## src/include/agg_defines.svh

```systemverilog
// Width, count and depth macros for the packet aggregator
`ifndef agg_defines_svh
`define agg_defines_svh

// Number of narrow packet inputs
`define agg_num_inputs 4

// Input word width in bits
`define agg_in_width 16

// Memory columns, one input word wide each
`define agg_num_cols 4

// Output beat width, a full row across all columns
`define agg_out_width 64

// Rows in the page of one input
`define agg_page_rows 8

// Largest packet in input words, one full page
`define agg_max_words 32

// Write queue entries per input, twice the column count
`define agg_wq_depth 8

`endif
```

## src/verilog/agg_pkg.sv

```systemverilog
// Vector typedefs, beat and descriptor structs and read FSM states
`include "agg_defines.svh"

package agg_pkg;

    typedef logic [`agg_in_width-1:0]               in_word_t;
    // Column 0 occupies the low bits
    typedef logic [`agg_out_width-1:0]              out_word_t;
    typedef logic [$clog2(`agg_num_cols)-1:0]       col_t;
    typedef logic [$clog2(`agg_num_inputs)-1:0]     ctxt_t;
    typedef logic [$clog2(`agg_page_rows)-1:0]      row_t;
    // Page index in the upper bits, row in the lower bits
    typedef logic [$bits(ctxt_t)+$bits(row_t)-1:0]  mem_addr_t;
    typedef logic [$clog2(`agg_max_words+1)-1:0]    size_t;
    // Valid input words in one output beat, 1 to agg_num_cols
    typedef logic [$clog2(`agg_num_cols+1)-1:0]     words_t;

    typedef struct packed {
        logic     valid;
        in_word_t data;
        logic     last;
    } in_beat_t;

    typedef struct packed {
        logic      valid;
        out_word_t data;
        logic      last;
        ctxt_t     ctxt;
        words_t    words;
    } out_beat_t;

    // Write offer of one input for its column in the current slot
    typedef struct packed {
        logic     req;
        row_t     row;
        in_word_t data;
    } col_wr_t;

    // Single-cycle page completion pulse
    typedef struct packed {
        logic  valid;
        size_t size;
    } desc_t;

    typedef enum logic {
        deq_idle,
        deq_read
    } deq_state_t;

endpackage : agg_pkg

```

## src/verilog/packet_aggregate.sv

```systemverilog
// Top level joining the input stages, striped memory and dequeue
`timescale 1ns/1ps
`include "agg_defines.svh"

module packet_aggregate
    import agg_pkg::*;
(
    input  logic                       clk_in,
    input  logic                       rst,
    input  in_beat_t                   in_beat [`agg_num_inputs],
    output logic [`agg_num_inputs-1:0] in_ready,
    output out_beat_t                  out_beat,
    input  logic                       out_ready
);

    col_t                       slot;
    col_wr_t                    col_wr [`agg_num_inputs];
    desc_t                      desc [`agg_num_inputs];
    logic [`agg_num_inputs-1:0] page_release;
    logic                       rd_req;
    mem_addr_t                  rd_addr;
    out_word_t                  rd_data;

    // ------------------------------------------------------------------------
    // Input stages, one page each
    // ------------------------------------------------------------------------
    for (genvar i = 0; i < `agg_num_inputs; i++) begin : g_in
        input_enqueue #(
            .input_index  (i)
        ) u_enq (
            .clk_in       (clk_in),
            .rst          (rst),
            .in_beat      (in_beat[i]),
            .in_ready     (in_ready[i]),
            .slot         (slot),
            .col_wr       (col_wr[i]),
            .desc         (desc[i]),
            .page_release (page_release[i])
        );
    end

    striped_memory u_mem (
        .clk_in  (clk_in),
        .rst     (rst),
        .slot    (slot),
        .col_wr  (col_wr),
        .rd_req  (rd_req),
        .rd_addr (rd_addr),
        .rd_data (rd_data)
    );

    // Wide output side
    packet_dequeue u_deq (
        .clk_in       (clk_in),
        .rst          (rst),
        .desc         (desc),
        .page_release (page_release),
        .rd_req       (rd_req),
        .rd_addr      (rd_addr),
        .rd_data      (rd_data),
        .out_beat     (out_beat),
        .out_ready    (out_ready)
    );

endmodule : packet_aggregate

```

## src/verilog/packet_dequeue.sv

```systemverilog
// Read side with pending pages, round-robin choice, row reads and output buffer
`timescale 1ns/1ps
`include "agg_defines.svh"

module packet_dequeue
    import agg_pkg::*;
(
    input  logic                       clk_in,
    input  logic                       rst,
    input  desc_t                      desc [`agg_num_inputs],
    output logic [`agg_num_inputs-1:0] page_release,
    output logic                       rd_req,
    output mem_addr_t                  rd_addr,
    input  out_word_t                  rd_data,
    output out_beat_t                  out_beat,
    input  logic                       out_ready
);

    deq_state_t                  state;
    logic [`agg_num_inputs-1:0]  pending;
    size_t                       page_size [`agg_num_inputs];
    ctxt_t                       last_ctxt;
    ctxt_t                       next_ctxt;
    logic                        next_found;
    ctxt_t                       cur_ctxt;
    size_t                       cur_size;
    row_t                        row;
    row_t                        last_row;
    logic                        row_last;
    size_t                       rem_words;
    words_t                      row_words;

    // Tag of the row read in flight
    logic                        fl_valid;
    logic                        fl_last;
    ctxt_t                       fl_ctxt;
    words_t                      fl_words;

    out_beat_t                   obuf [2];
    logic                        obuf_wr_ptr;
    logic                        obuf_rd_ptr;
    logic [1:0]                  obuf_count;
    logic                        pop;

    // ------------------------------------------------------------------------
    // Round-robin choice
    // ------------------------------------------------------------------------
    // Search starts just after the page served last
    always_comb begin
        next_found = 1'b0;
        next_ctxt  = last_ctxt;
        for (int k = 1; k <= `agg_num_inputs; k++) begin
            if (!next_found && pending[last_ctxt + ctxt_t'(k)]) begin
                next_found = 1'b1;
                next_ctxt  = last_ctxt + ctxt_t'(k);
            end
        end
    end

    // ------------------------------------------------------------------------
    // Row reads
    // ------------------------------------------------------------------------
    assign last_row  = row_t'((cur_size - size_t'(1)) / size_t'(`agg_num_cols));
    assign row_last  = (row == last_row);
    assign rem_words = cur_size - size_t'(row) * size_t'(`agg_num_cols);
    assign row_words = row_last ? words_t'(rem_words) : words_t'(`agg_num_cols);

    // At most two rows buffered or in flight
    assign rd_req  = (state == deq_read) && ((2'(obuf_count) + 2'(fl_valid)) < 2'd2);
    assign rd_addr = {cur_ctxt, row};

    always_comb begin
        page_release = '0;
        if (rd_req && row_last) begin
            page_release[cur_ctxt] = 1'b1;
        end
    end

    always_ff @(posedge clk_in) begin
        if (rst) begin
            state     <= deq_idle;
            pending   <= '0;
            last_ctxt <= ctxt_t'(`agg_num_inputs - 1);
            cur_ctxt  <= '0;
            row       <= '0;
            fl_valid  <= 1'b0;
        end else begin
            for (int i = 0; i < `agg_num_inputs; i++) begin
                if (desc[i].valid) begin
                    pending[i] <= 1'b1;
                end
            end

            case (state)
                deq_idle: begin
                    if (next_found) begin
                        state              <= deq_read;
                        cur_ctxt           <= next_ctxt;
                        last_ctxt          <= next_ctxt;
                        row                <= '0;
                        pending[next_ctxt] <= 1'b0;
                    end
                end
                deq_read: begin
                    if (rd_req) begin
                        if (row_last) begin
                            state <= deq_idle;
                        end else begin
                            row <= row + 1'b1;
                        end
                    end
                end
                default: state <= deq_idle;
            endcase

            fl_valid <= rd_req;
        end
    end

    always_ff @(posedge clk_in) begin
        for (int i = 0; i < `agg_num_inputs; i++) begin
            if (desc[i].valid) begin
                page_size[i] <= desc[i].size;
            end
        end
        if (state == deq_idle && next_found) begin
            cur_size <= page_size[next_ctxt];
        end
        if (rd_req) begin
            fl_last  <= row_last;
            fl_ctxt  <= cur_ctxt;
            fl_words <= row_words;
        end
    end

    // ------------------------------------------------------------------------
    // Output buffer
    // ------------------------------------------------------------------------
    always_comb begin
        out_beat       = obuf[obuf_rd_ptr];
        out_beat.valid = (obuf_count != 2'd0);
    end

    assign pop = out_beat.valid && out_ready;

    // Returned row joins its tag one cycle after the read
    always_ff @(posedge clk_in) begin
        if (fl_valid) begin
            obuf[obuf_wr_ptr] <= '{valid: 1'b1, data: rd_data, last: fl_last,
                                   ctxt: fl_ctxt, words: fl_words};
        end
    end

    always_ff @(posedge clk_in) begin
        if (rst) begin
            obuf_wr_ptr <= 1'b0;
            obuf_rd_ptr <= 1'b0;
            obuf_count  <= '0;
        end else begin
            if (fl_valid) begin
                obuf_wr_ptr <= !obuf_wr_ptr;
            end
            if (pop) begin
                obuf_rd_ptr <= !obuf_rd_ptr;
            end
            case ({fl_valid, pop})
                2'b10:   obuf_count <= obuf_count + 1'b1;
                2'b01:   obuf_count <= obuf_count - 1'b1;
                default: obuf_count <= obuf_count;
            endcase
        end
    end

    // Held beat stays put under back-pressure
    assert property (@(posedge clk_in) disable iff (rst)
        (out_beat.valid && !out_ready) |=> $stable(out_beat))
        else $error("out_beat changed while stalled");

endmodule : packet_dequeue

```

## src/verilog/striped_memory.sv

```systemverilog
// Slot rotator, write crossbar, column storage and shared row read port
`timescale 1ns/1ps
`include "agg_defines.svh"

module striped_memory
    import agg_pkg::*;
(
    input  logic      clk_in,
    input  logic      rst,
    output col_t      slot,
    input  col_wr_t   col_wr [`agg_num_inputs],
    input  logic      rd_req,
    input  mem_addr_t rd_addr,
    output out_word_t rd_data
);

    localparam int mem_depth = `agg_num_inputs * `agg_page_rows;

    // ------------------------------------------------------------------------
    // Rotator
    // ------------------------------------------------------------------------
    always_ff @(posedge clk_in) begin
        if (rst) begin
            slot <= '0;
        end else begin
            slot <= slot + 1'b1;
        end
    end

    // ------------------------------------------------------------------------
    // Columns
    // ------------------------------------------------------------------------
    for (genvar c = 0; c < `agg_num_cols; c++) begin : g_col
        in_word_t  col_mem [mem_depth];
        in_word_t  col_q;
        ctxt_t     owner;
        col_wr_t   wr;
        mem_addr_t wr_addr;

        // Input i owns column slot + i, so column c belongs to c - slot
        assign owner   = ctxt_t'(col_t'(c) - slot);
        assign wr      = col_wr[owner];
        assign wr_addr = {owner, wr.row};

        always_ff @(posedge clk_in) begin
            if (wr.req) begin
                col_mem[wr_addr] <= wr.data;
            end
        end

        // Registered read, all columns share one row address
        always_ff @(posedge clk_in) begin
            if (rd_req) begin
                col_q <= col_mem[rd_addr];
            end
        end

        assign rd_data[c*`agg_in_width +: `agg_in_width] = col_q;

        // Owner only writes a page the read side has not taken yet
        assert property (@(posedge clk_in) disable iff (rst)
            (rd_req && wr.req) |-> (rd_addr != wr_addr))
            else $error("column %0d write collides with row read at %0h", c, rd_addr);
    end

endmodule : striped_memory

```

## src/verilog/input_enqueue.sv

```systemverilog
// Input stage with packet acceptance, write queue, column matching and page ownership
`timescale 1ns/1ps
`include "agg_defines.svh"

module input_enqueue
    import agg_pkg::*;
#(
    parameter int input_index = 0
) (
    input  logic     clk_in,
    input  logic     rst,
    input  in_beat_t in_beat,
    output logic     in_ready,
    input  col_t     slot,
    output col_wr_t  col_wr,
    output desc_t    desc,
    input  logic     page_release
);

    localparam int ptr_w = $clog2(`agg_wq_depth);

    // Queue entry, the word number is split into row and column
    typedef struct packed {
        in_word_t data;
        row_t     row;
        col_t     col;
        logic     last;
    } wq_entry_t;

    wq_entry_t        wq_mem [`agg_wq_depth];
    wq_entry_t        wq_in;
    wq_entry_t        wq_head;
    logic [ptr_w-1:0] wr_ptr;
    logic [ptr_w-1:0] rd_ptr;
    logic [ptr_w:0]   wq_count;
    logic             wq_full;
    logic             wq_empty;
    logic             push;
    logic             pop;
    size_t            word_cnt;
    logic             page_busy;
    col_t             own_col;

    // ------------------------------------------------------------------------
    // Acceptance
    // ------------------------------------------------------------------------
    assign wq_full  = (wq_count == (ptr_w+1)'(`agg_wq_depth));
    assign wq_empty = (wq_count == '0);

    // Page is closed from the last word until the read side frees it
    assign in_ready = !page_busy && !wq_full;
    assign push     = in_beat.valid && in_ready;

    always_comb begin
        wq_in.data = in_beat.data;
        {wq_in.row, wq_in.col} = word_cnt[$bits(row_t)+$bits(col_t)-1:0];
        wq_in.last = in_beat.last;
    end

    // ------------------------------------------------------------------------
    // Column matching
    // ------------------------------------------------------------------------
    // Rotating slot, each input sees a different column per cycle
    assign own_col = slot + col_t'(input_index);
    assign wq_head = wq_mem[rd_ptr];
    assign pop     = !wq_empty && (wq_head.col == own_col);

    always_comb begin
        col_wr.req  = pop;
        col_wr.row  = wq_head.row;
        col_wr.data = wq_head.data;
    end

    // Hand the page over as its final word is written
    always_comb begin
        desc.valid = pop && wq_head.last;
        desc.size  = size_t'({wq_head.row, wq_head.col}) + size_t'(1);
    end

    // ------------------------------------------------------------------------
    // Queue storage and control
    // ------------------------------------------------------------------------
    always_ff @(posedge clk_in) begin
        if (push) begin
            wq_mem[wr_ptr] <= wq_in;
        end
    end

    always_ff @(posedge clk_in) begin
        if (rst) begin
            wr_ptr    <= '0;
            rd_ptr    <= '0;
            wq_count  <= '0;
            word_cnt  <= '0;
            page_busy <= 1'b0;
        end else begin
            if (push) begin
                wr_ptr <= wr_ptr + 1'b1;
            end
            if (pop) begin
                rd_ptr <= rd_ptr + 1'b1;
            end
            case ({push, pop})
                2'b10:   wq_count <= wq_count + 1'b1;
                2'b01:   wq_count <= wq_count - 1'b1;
                default: wq_count <= wq_count;
            endcase

            // Word numbering restarts with each packet
            if (push) begin
                word_cnt <= in_beat.last ? '0 : word_cnt + 1'b1;
            end

            if (push && in_beat.last) begin
                page_busy <= 1'b1;
            end else if (page_release) begin
                page_busy <= 1'b0;
            end
        end
    end

    // A packet never outgrows its page
    assert property (@(posedge clk_in) disable iff (rst)
        push |-> word_cnt < size_t'(`agg_max_words))
        else $error("input %0d accepted more than %0d words", input_index, `agg_max_words);

endmodule : input_enqueue

```

## config.mk

```make
export PLATFORM = sky130hd
export DESIGN_NAME = packet_aggregate
export DESIGN_NICKNAME = d
export VERILOG_FILES = /design/src/verilog/agg_pkg.sv /design/src/verilog/packet_aggregate.sv /design/src/verilog/packet_dequeue.sv /design/src/verilog/striped_memory.sv /design/src/verilog/input_enqueue.sv
export VERILOG_INCLUDE_DIRS = /design/src /design/src/include
export SDC_FILE = /design/constraint.sdc
export NUM_CORES = 2
export LEC_CHECK = 0
export BUFFER_PORTS_ARGS = -buffer_cell sky130_fd_sc_hd__buf_2
export CORE_ASPECT_RATIO = 0.9
export CORE_MARGIN = 5
export CORE_UTILIZATION = 60
export CTS_CLUSTER_DIAMETER = 100
export DETAILED_ROUTE_END_ITERATION = 16
export GPL_TIMING_DRIVEN = 1
export PLACE_DENSITY_LB_ADDON = 0.2
export SYNTH_ARGS = -nofsm -noshare
export SYNTH_HDL_FRONTEND = slang
export SYNTH_SLANG_ARGS = --single-unit
```

## constraint.sdc

```tcl
create_clock -name clk_in -period 5.25 [get_ports clk_in]
set_input_delay 0.7875 -clock clk_in [delete_from_list [all_inputs] [get_ports clk_in]]
set_output_delay 0.7875 -clock clk_in [all_outputs]
set_load 0.05 [all_outputs]
```

======== Word-level counts from Yosys, hierarchy flattened ========
Memory sizes are Yosys's and may differ from the RTL's. A register that Yosys moved wholly into a read port is not among the register bits.
Cells that the tools add are included.
word-level totals
  flip-flop bits (word level) ............. 93
  bits in writable memories ............... 2916
  logic and storage cells ................. 291
  memories kept ........................... 10
operators by class
  add/subtract/negate cells ............... 40
  order comparisons ....................... 13
  equal/unequal tests ..................... 22
  multiplexer cells ....................... 104
  bitwise gates (word level) .............. 7
  reductions and logical operators ........ 62
memory list
  memory                  words  bits a word  rd ports  clocked after Yosys merged registers in  wr ports  line                  RTL
  u_mem.g_col[0].col_mem  32     16           1         1                                        1         striped_memory.sv:34  in_word_t col_mem [mem_depth];
  u_mem.g_col[1].col_mem  32     16           1         1                                        1         striped_memory.sv:34
  u_mem.g_col[2].col_mem  32     16           1         1                                        1         striped_memory.sv:34
  u_mem.g_col[3].col_mem  32     16           1         1                                        1         striped_memory.sv:34
  g_in[0].u_enq.wq_mem    8      22           1         1                                        1         input_enqueue.sv:30   wq_entry_t wq_mem [`agg_wq_depth];
  g_in[1].u_enq.wq_mem    8      22           1         1                                        1         input_enqueue.sv:30
  +4 memories             -      -            -         -                                        -         -
operators with widths
  operator                                                                       count
  20-bit binary-select mux with 2-bit select                                     4
  20-bit two-way mux                                                             8
  1-bit two-way mux                                                              57
  3-bit two-way mux                                                              11
  4-bit one-hot mux with 2 select lines                                          4
  1-bit logical AND                                                              29
  3-bit by 1-bit adder with 3-bit output (second input constant)                 9
  5-bit by 1-bit adder with 6-bit output (second input constant)                 4
  6-bit by 1-bit adder with 6-bit output (second input constant)                 4
  6-bit two-way mux                                                              4
  2-bit nonzero test                                                             10
  2-bit by 3-bit less-than comparator with 1-bit output (second input constant)  6
  1-bit logical NOT                                                              17
  4-bit by 1-bit adder with 4-bit output (second input constant)                 4
  4-bit == test (second input constant)                                          4
  4-bit logical NOT                                                              4
  4-bit by 1-bit subtractor with 4-bit output (second input constant)            4
  3-bit greater-or-equal comparator (second input constant)                      4
  4-bit two-way mux                                                              3
  2-bit NOT with 3-bit output                                                    4
  2-bit by 1-bit == test with 1-bit output (second input constant)               5
  2-bit == test (second input constant)                                          5
  2-bit adder (second input constant)                                            4
  1-bit binary-select mux with 2-bit select                                      4
  other kinds (23)                                                               36

======== Longest topological paths before layout ========
  depth after elaboration ................. 21
  mapped depth ............................ 16

======== Modules after synthesis ========
From an unflattened synthesis, not the netlist that was laid out.
unflattened totals
  cell total of the unflattened synthesis .. 5301
  area, all modules ....................... 120251.6 um^2
by module, submodules not included
  module                             instances  cells each  area each (um^2)  seq. area each (um^2)
  striped_memory                     1          3377        82248.9           63460.9
  input_enqueue (g_in[1].u_enq ...)  2          389         7733.7            5665.4
  input_enqueue (g_in[0].u_enq)      1          390         7731.2            5665.4
  input_enqueue (g_in[2].u_enq)      1          390         7729.9            5665.4
  packet_dequeue                     1          366         7074.3            5495.3

======== Worst setup path before layout ========
OpenSTA, ideal clock, no wires.
  kind .................................... register to register
  start ................................... register u_mem.slot[0]
  end ..................................... memory u_mem.g_col[0].col_mem[12][0] (netlist name) (enable)
  library setup time ...................... 0.394 ns
  data arrival time ....................... 3.980 ns
  required time ........................... 4.856 ns
  path slack .............................. 0.876 ns
  stages on the path, launching flop included .. 11
  period minus slack after synthesis ...... 4.374 ns
  path through ............................ dfxtp_1 buf_2 clkinv_1 buf_1 buf_2 ha_1 or4b_4 a211oi_4 o21ai_2 buf_6 a21oi_1
on the way
  word-level cells in the longest chain between the ends .. 8
  elaborated cells on any way between the ends .. 18
  those cells by class .................... 4 x add/sub; 4 x eq/ne; 5 x mux; 1 x bitwise; 4 x reduce/logical
RTL lines
  item                                                   line                  RTL
  start: declaration                                     striped_memory.sv:10  output col_t slot,
  start signal: assignment                               striped_memory.sv:26  slot <= slot + 1'b1;
  2-bit by 1-bit adder with 2-bit output                 input_enqueue.sv:64   assign own_col = slot + col_t'(input_index);
  net g_in[1].u_enq.own_col[0]                           input_enqueue.sv:42   col_t own_col;
  2-bit == test                                          input_enqueue.sv:66   assign pop = !wq_empty && (wq_head.col == own_col);
  1-bit logical AND                                      input_enqueue.sv:66
  20-bit binary-select mux with 2-bit select             striped_memory.sv:42  assign wr = col_wr[owner];
  20-bit two-way mux (implied by the code) (2 in a row)  striped_memory.sv:42
  1-bit two-way mux                                      striped_memory.sv:46  if (wr.req) begin
  1-bit two-way mux (implied by the code)                striped_memory.sv:47  col_mem[wr_addr] <= wr.data;
  end: declaration                                       striped_memory.sv:34
The timed path passes the listed nets, and every way through them passes these cells. The select of a mux whose other input is x is not followed.

==> flow_summary_export.csv <==
group,metric,value,unit
placed_design,port_buffers,149,
clock_tree,path_clk_slew,0.06,ns
power_and_ir_drop,power,65010,uW
critical_path,crit_arrival,5.23,ns
die,dieArea,0.2095,mm^2
yosys,synth_enable_flop_cells,2987,
status,status,"complete, no violations",
detailed_routing,vias,58290,
yosys,avgSynthCellArea,21.75,um^2
die,initial_core_util,60.51,%
die,die_w,482.0,um
clock_tree,root_buffer,"clkbuf_16",
run,drv_cap,0,
yosys,ys_seq_area_share,76.17,%
hold_path,hp-class,"input pin to register",
clock_tree,numCtsBuffers,310,
die,io_pins,150,
power_and_ir_drop,p_per_area,479.2,mW/mm^2
clock_tree,numClockSinks,3083,
sta,finalHoldViolations,0,
power_and_ir_drop,irDropWorstVdd,0.0004120,V
critical_path,critical_path_class,"register to register",
die,row_count,155,
global_route,grt_pass1_vias,58380,
critical_path,critPathSlowestCell,"mux2i_1",
sta,holdWs,0.1070,ns
clock_tree,cts_tree,"built",
critical_path,required,5.79,ns
detailed_routing,drtIter0Drc,7173,
sta,maxSlewViolCount,0,
yosys,synth_flop_cell,"edfxtp_1",
clock_tree,cts_setup_buffers,0,
detailed_routing,ant_nets,0,
sta,setup_viol,0,
sta,period_needed,4.695,ns
sta,fin_crit_sh,89.43,%
clock_tree,cts_buffer_depth,4,
yosys,ys_ff_latch,3083,
final_layout,area_growth,12.78,%
critical_path,slowest_delay,1.01,ns
detailed_routing,vias_per_cell,6.562,
placed_design,dpl.hpwl,172500,um
detailed_routing,routed_wl,279700,um
critical_path,start_kind,"register",
critical_path,crit_chain,"mux4_2 > mux2i_1 > mux4_2 > and2b_1 > nand2_1 > a21oi_2",
yosys,synthDistinctLibCells,61,
clock_tree,cts_resized,0,
die,core,0.1988,mm^2
sta,max_freq,0.2130,GHz
global_route,antenna_found_initial,22,
sta,fin_skew,0.05460,ns
critical_path,end_kind,"register",
global_route,grt_first_pass_wirelength,408700,um
clock_tree,cts_max_level,5,
sta,maxSlewHeadroom,3.295,%
yosys,synthCells,5531,
yosys,yosys_warnings,0,
critical_path,crit_fanout,31,
final_layout,fin_area,0.1357,mm^2
detailed_routing,routedWlPerCell,31.49,um
critical_path,critPathMostFrequentCell,"mux4_2",
placed_design,preCtsSetupSlack,0.6776,ns
global_route,grt_use_total,26.88,%
clock_tree,clkLatencyLatePin,0.95,ns
detailed_routing,drtPass1Iterations,7,
sta,setup_slack,0.5550,ns
final_layout,nNetsFinal,6090,
final_layout,final_common_cell,"edfxtp_1",
sta,worst_slew_pin_slew,1.435,ns
final_layout,final_layout_size_suffix_gt1_share,32.15,%
sta,rsz0062_at_grt,"false",
power_and_ir_drop,cellLeakagePower,0.04129,uW
final_layout,final_cell_mix,"edfxtp_1, mux4_2, clkbuf_16",
yosys,async_reset_ff_share,0,%
clock_tree,cts_hold_buf,0,
yosys,syn_nets,5640,
critical_path,cp_top_family,"multiplexers",
placed_design,place_congestion,0.8657,
detailed_routing,drc,0,
critical_path,cp.buffers_inverters,0,
global_route,grt_max_degree,118,
sta,fin_tns_setup,0,ns
die,die_h,434.8,um
yosys,synth_area,0.1203,mm^2
global_route,overflow,0,
placed_design,placed_cell_area,0.1261,mm^2
[cells by family (layout without fill, tap and decap cells)]
group	Yosys count	after routing	share of synthesized area (%)
AND/OR/NAND/NOR	397	397	1.754
other	0	14	0
AO/OA/AOI/OAI	439	439	2.223
buffers and inverters	313	982	1.108
XOR/XNOR	70	70	0.5097
flip-flops	3083	3083	76.17
multiplexers	1195	1195	17.88
adder cells (fa/ha/maj)	34	34	0.3537
[cell type report]
class                   instances  area, um^2
flip-flops and latches       3083       91650
fillers                     12030       63130
multi-input cells            2135       28000
clock buffers                 385        8175
well taps                    2669        3339
repair buffers                431        3075
clock inverters               146        1299
inverters                      20       77.57
diodes                         14       35.03
[where the power goes]
group	switching (uW)	internal (uW)	leakage, uW
registers	557	30300	0.0277
clock network	8800	12100	0.00461
logic	9020	4280	0.00897
total	18400	46600	0.0413
[worst paths after layout]
check	from	to	slack, ns	cells after the start
hold reg to reg	u_mem.g_col[2].col_q[2]	u_deq.obuf[0][40]	0.41	0
setup / recovery	register	u_mem.g_col[2].col_mem[2][9]	0.55	6
hold / removal	in_beat[31]	g_in[2].u_enq.wq_mem[5][18]	0.11	1
setup reg to reg	register	u_mem.g_col[2].col_mem[2][9]	0.55	6
[metal layers]
metal | GRT usage (%) | wire length (um) | vias up
met5 | 0 | 48 | -
met4 | 8.976 | 10340 | 8
met3 | 5.454 | 26610 | 524
met2 | 40.31 | 130500 | 2936
met1 | 40.49 | 112200 | 30730
li1 | - | - | 24090
[stage by stage]
stage	std cells	util, %
after floorplan	5531	-
after global placement	8336	63.45
after detailed placement	8338	63.46
after CTS	8869	68.22
after global routing	8871	68.23
final	8883	68.24
[state kept, by name, summed over array words and instances (netlist names), 3 cells and up, named ones only]
register and cells:
u_deq.obuf 140, g_in.u_enq.wr_ptr 12, u_mem.g_col.col_mem 2048, g_in.u_enq.wq_mem 704, u_deq.row 3, g_in.u_enq.rd_ptr 12
u_deq.page_size 20, u_deq.pending 4, g_in.u_enq.word_cnt 20, g_in.u_enq.page_busy 4, u_deq.cur_size 5, g_in.u_enq.wq_count 16
u_mem.g_col.col_q 64, u_deq.fl_words 3
[cell usage after synthesis (15+ instances only)]
library cell	n	area share, %
a211oi_1	17	0.11
nor2b_1	30	0.16
xor2_1	34	0.25
clkbuf_1	114	0.36
mux2i_1	300	2.5
ha_1	34	0.35
dfxtp_1	96	1.6
mux2_2	146	1.4
edfxtp_1	2987	75
mux4_2	748	14
inv_1	16	0.050
nor3_1	15	0.062
nor2_1	80	0.25
a21oi_1	172	0.72
o21ai_0	51	0.21
nand2_1	101	0.32
and2_1	23	0.12
buf_1	114	0.36
xnor2_1	36	0.26
o22ai_1	133	0.69
buf_2	45	0.19
or2_2	66	0.34
[worst reg2reg max path, stage by stage (launching register included)]
cell and delay, ns:
dfxtp_2 0.93, mux4_2 0.61, mux2i_1 1.01, mux4_2 0.56
and2b_1 0.35, nand2_1 0.16, a21oi_2 0.68
Power figures use the tool's default switching activity.
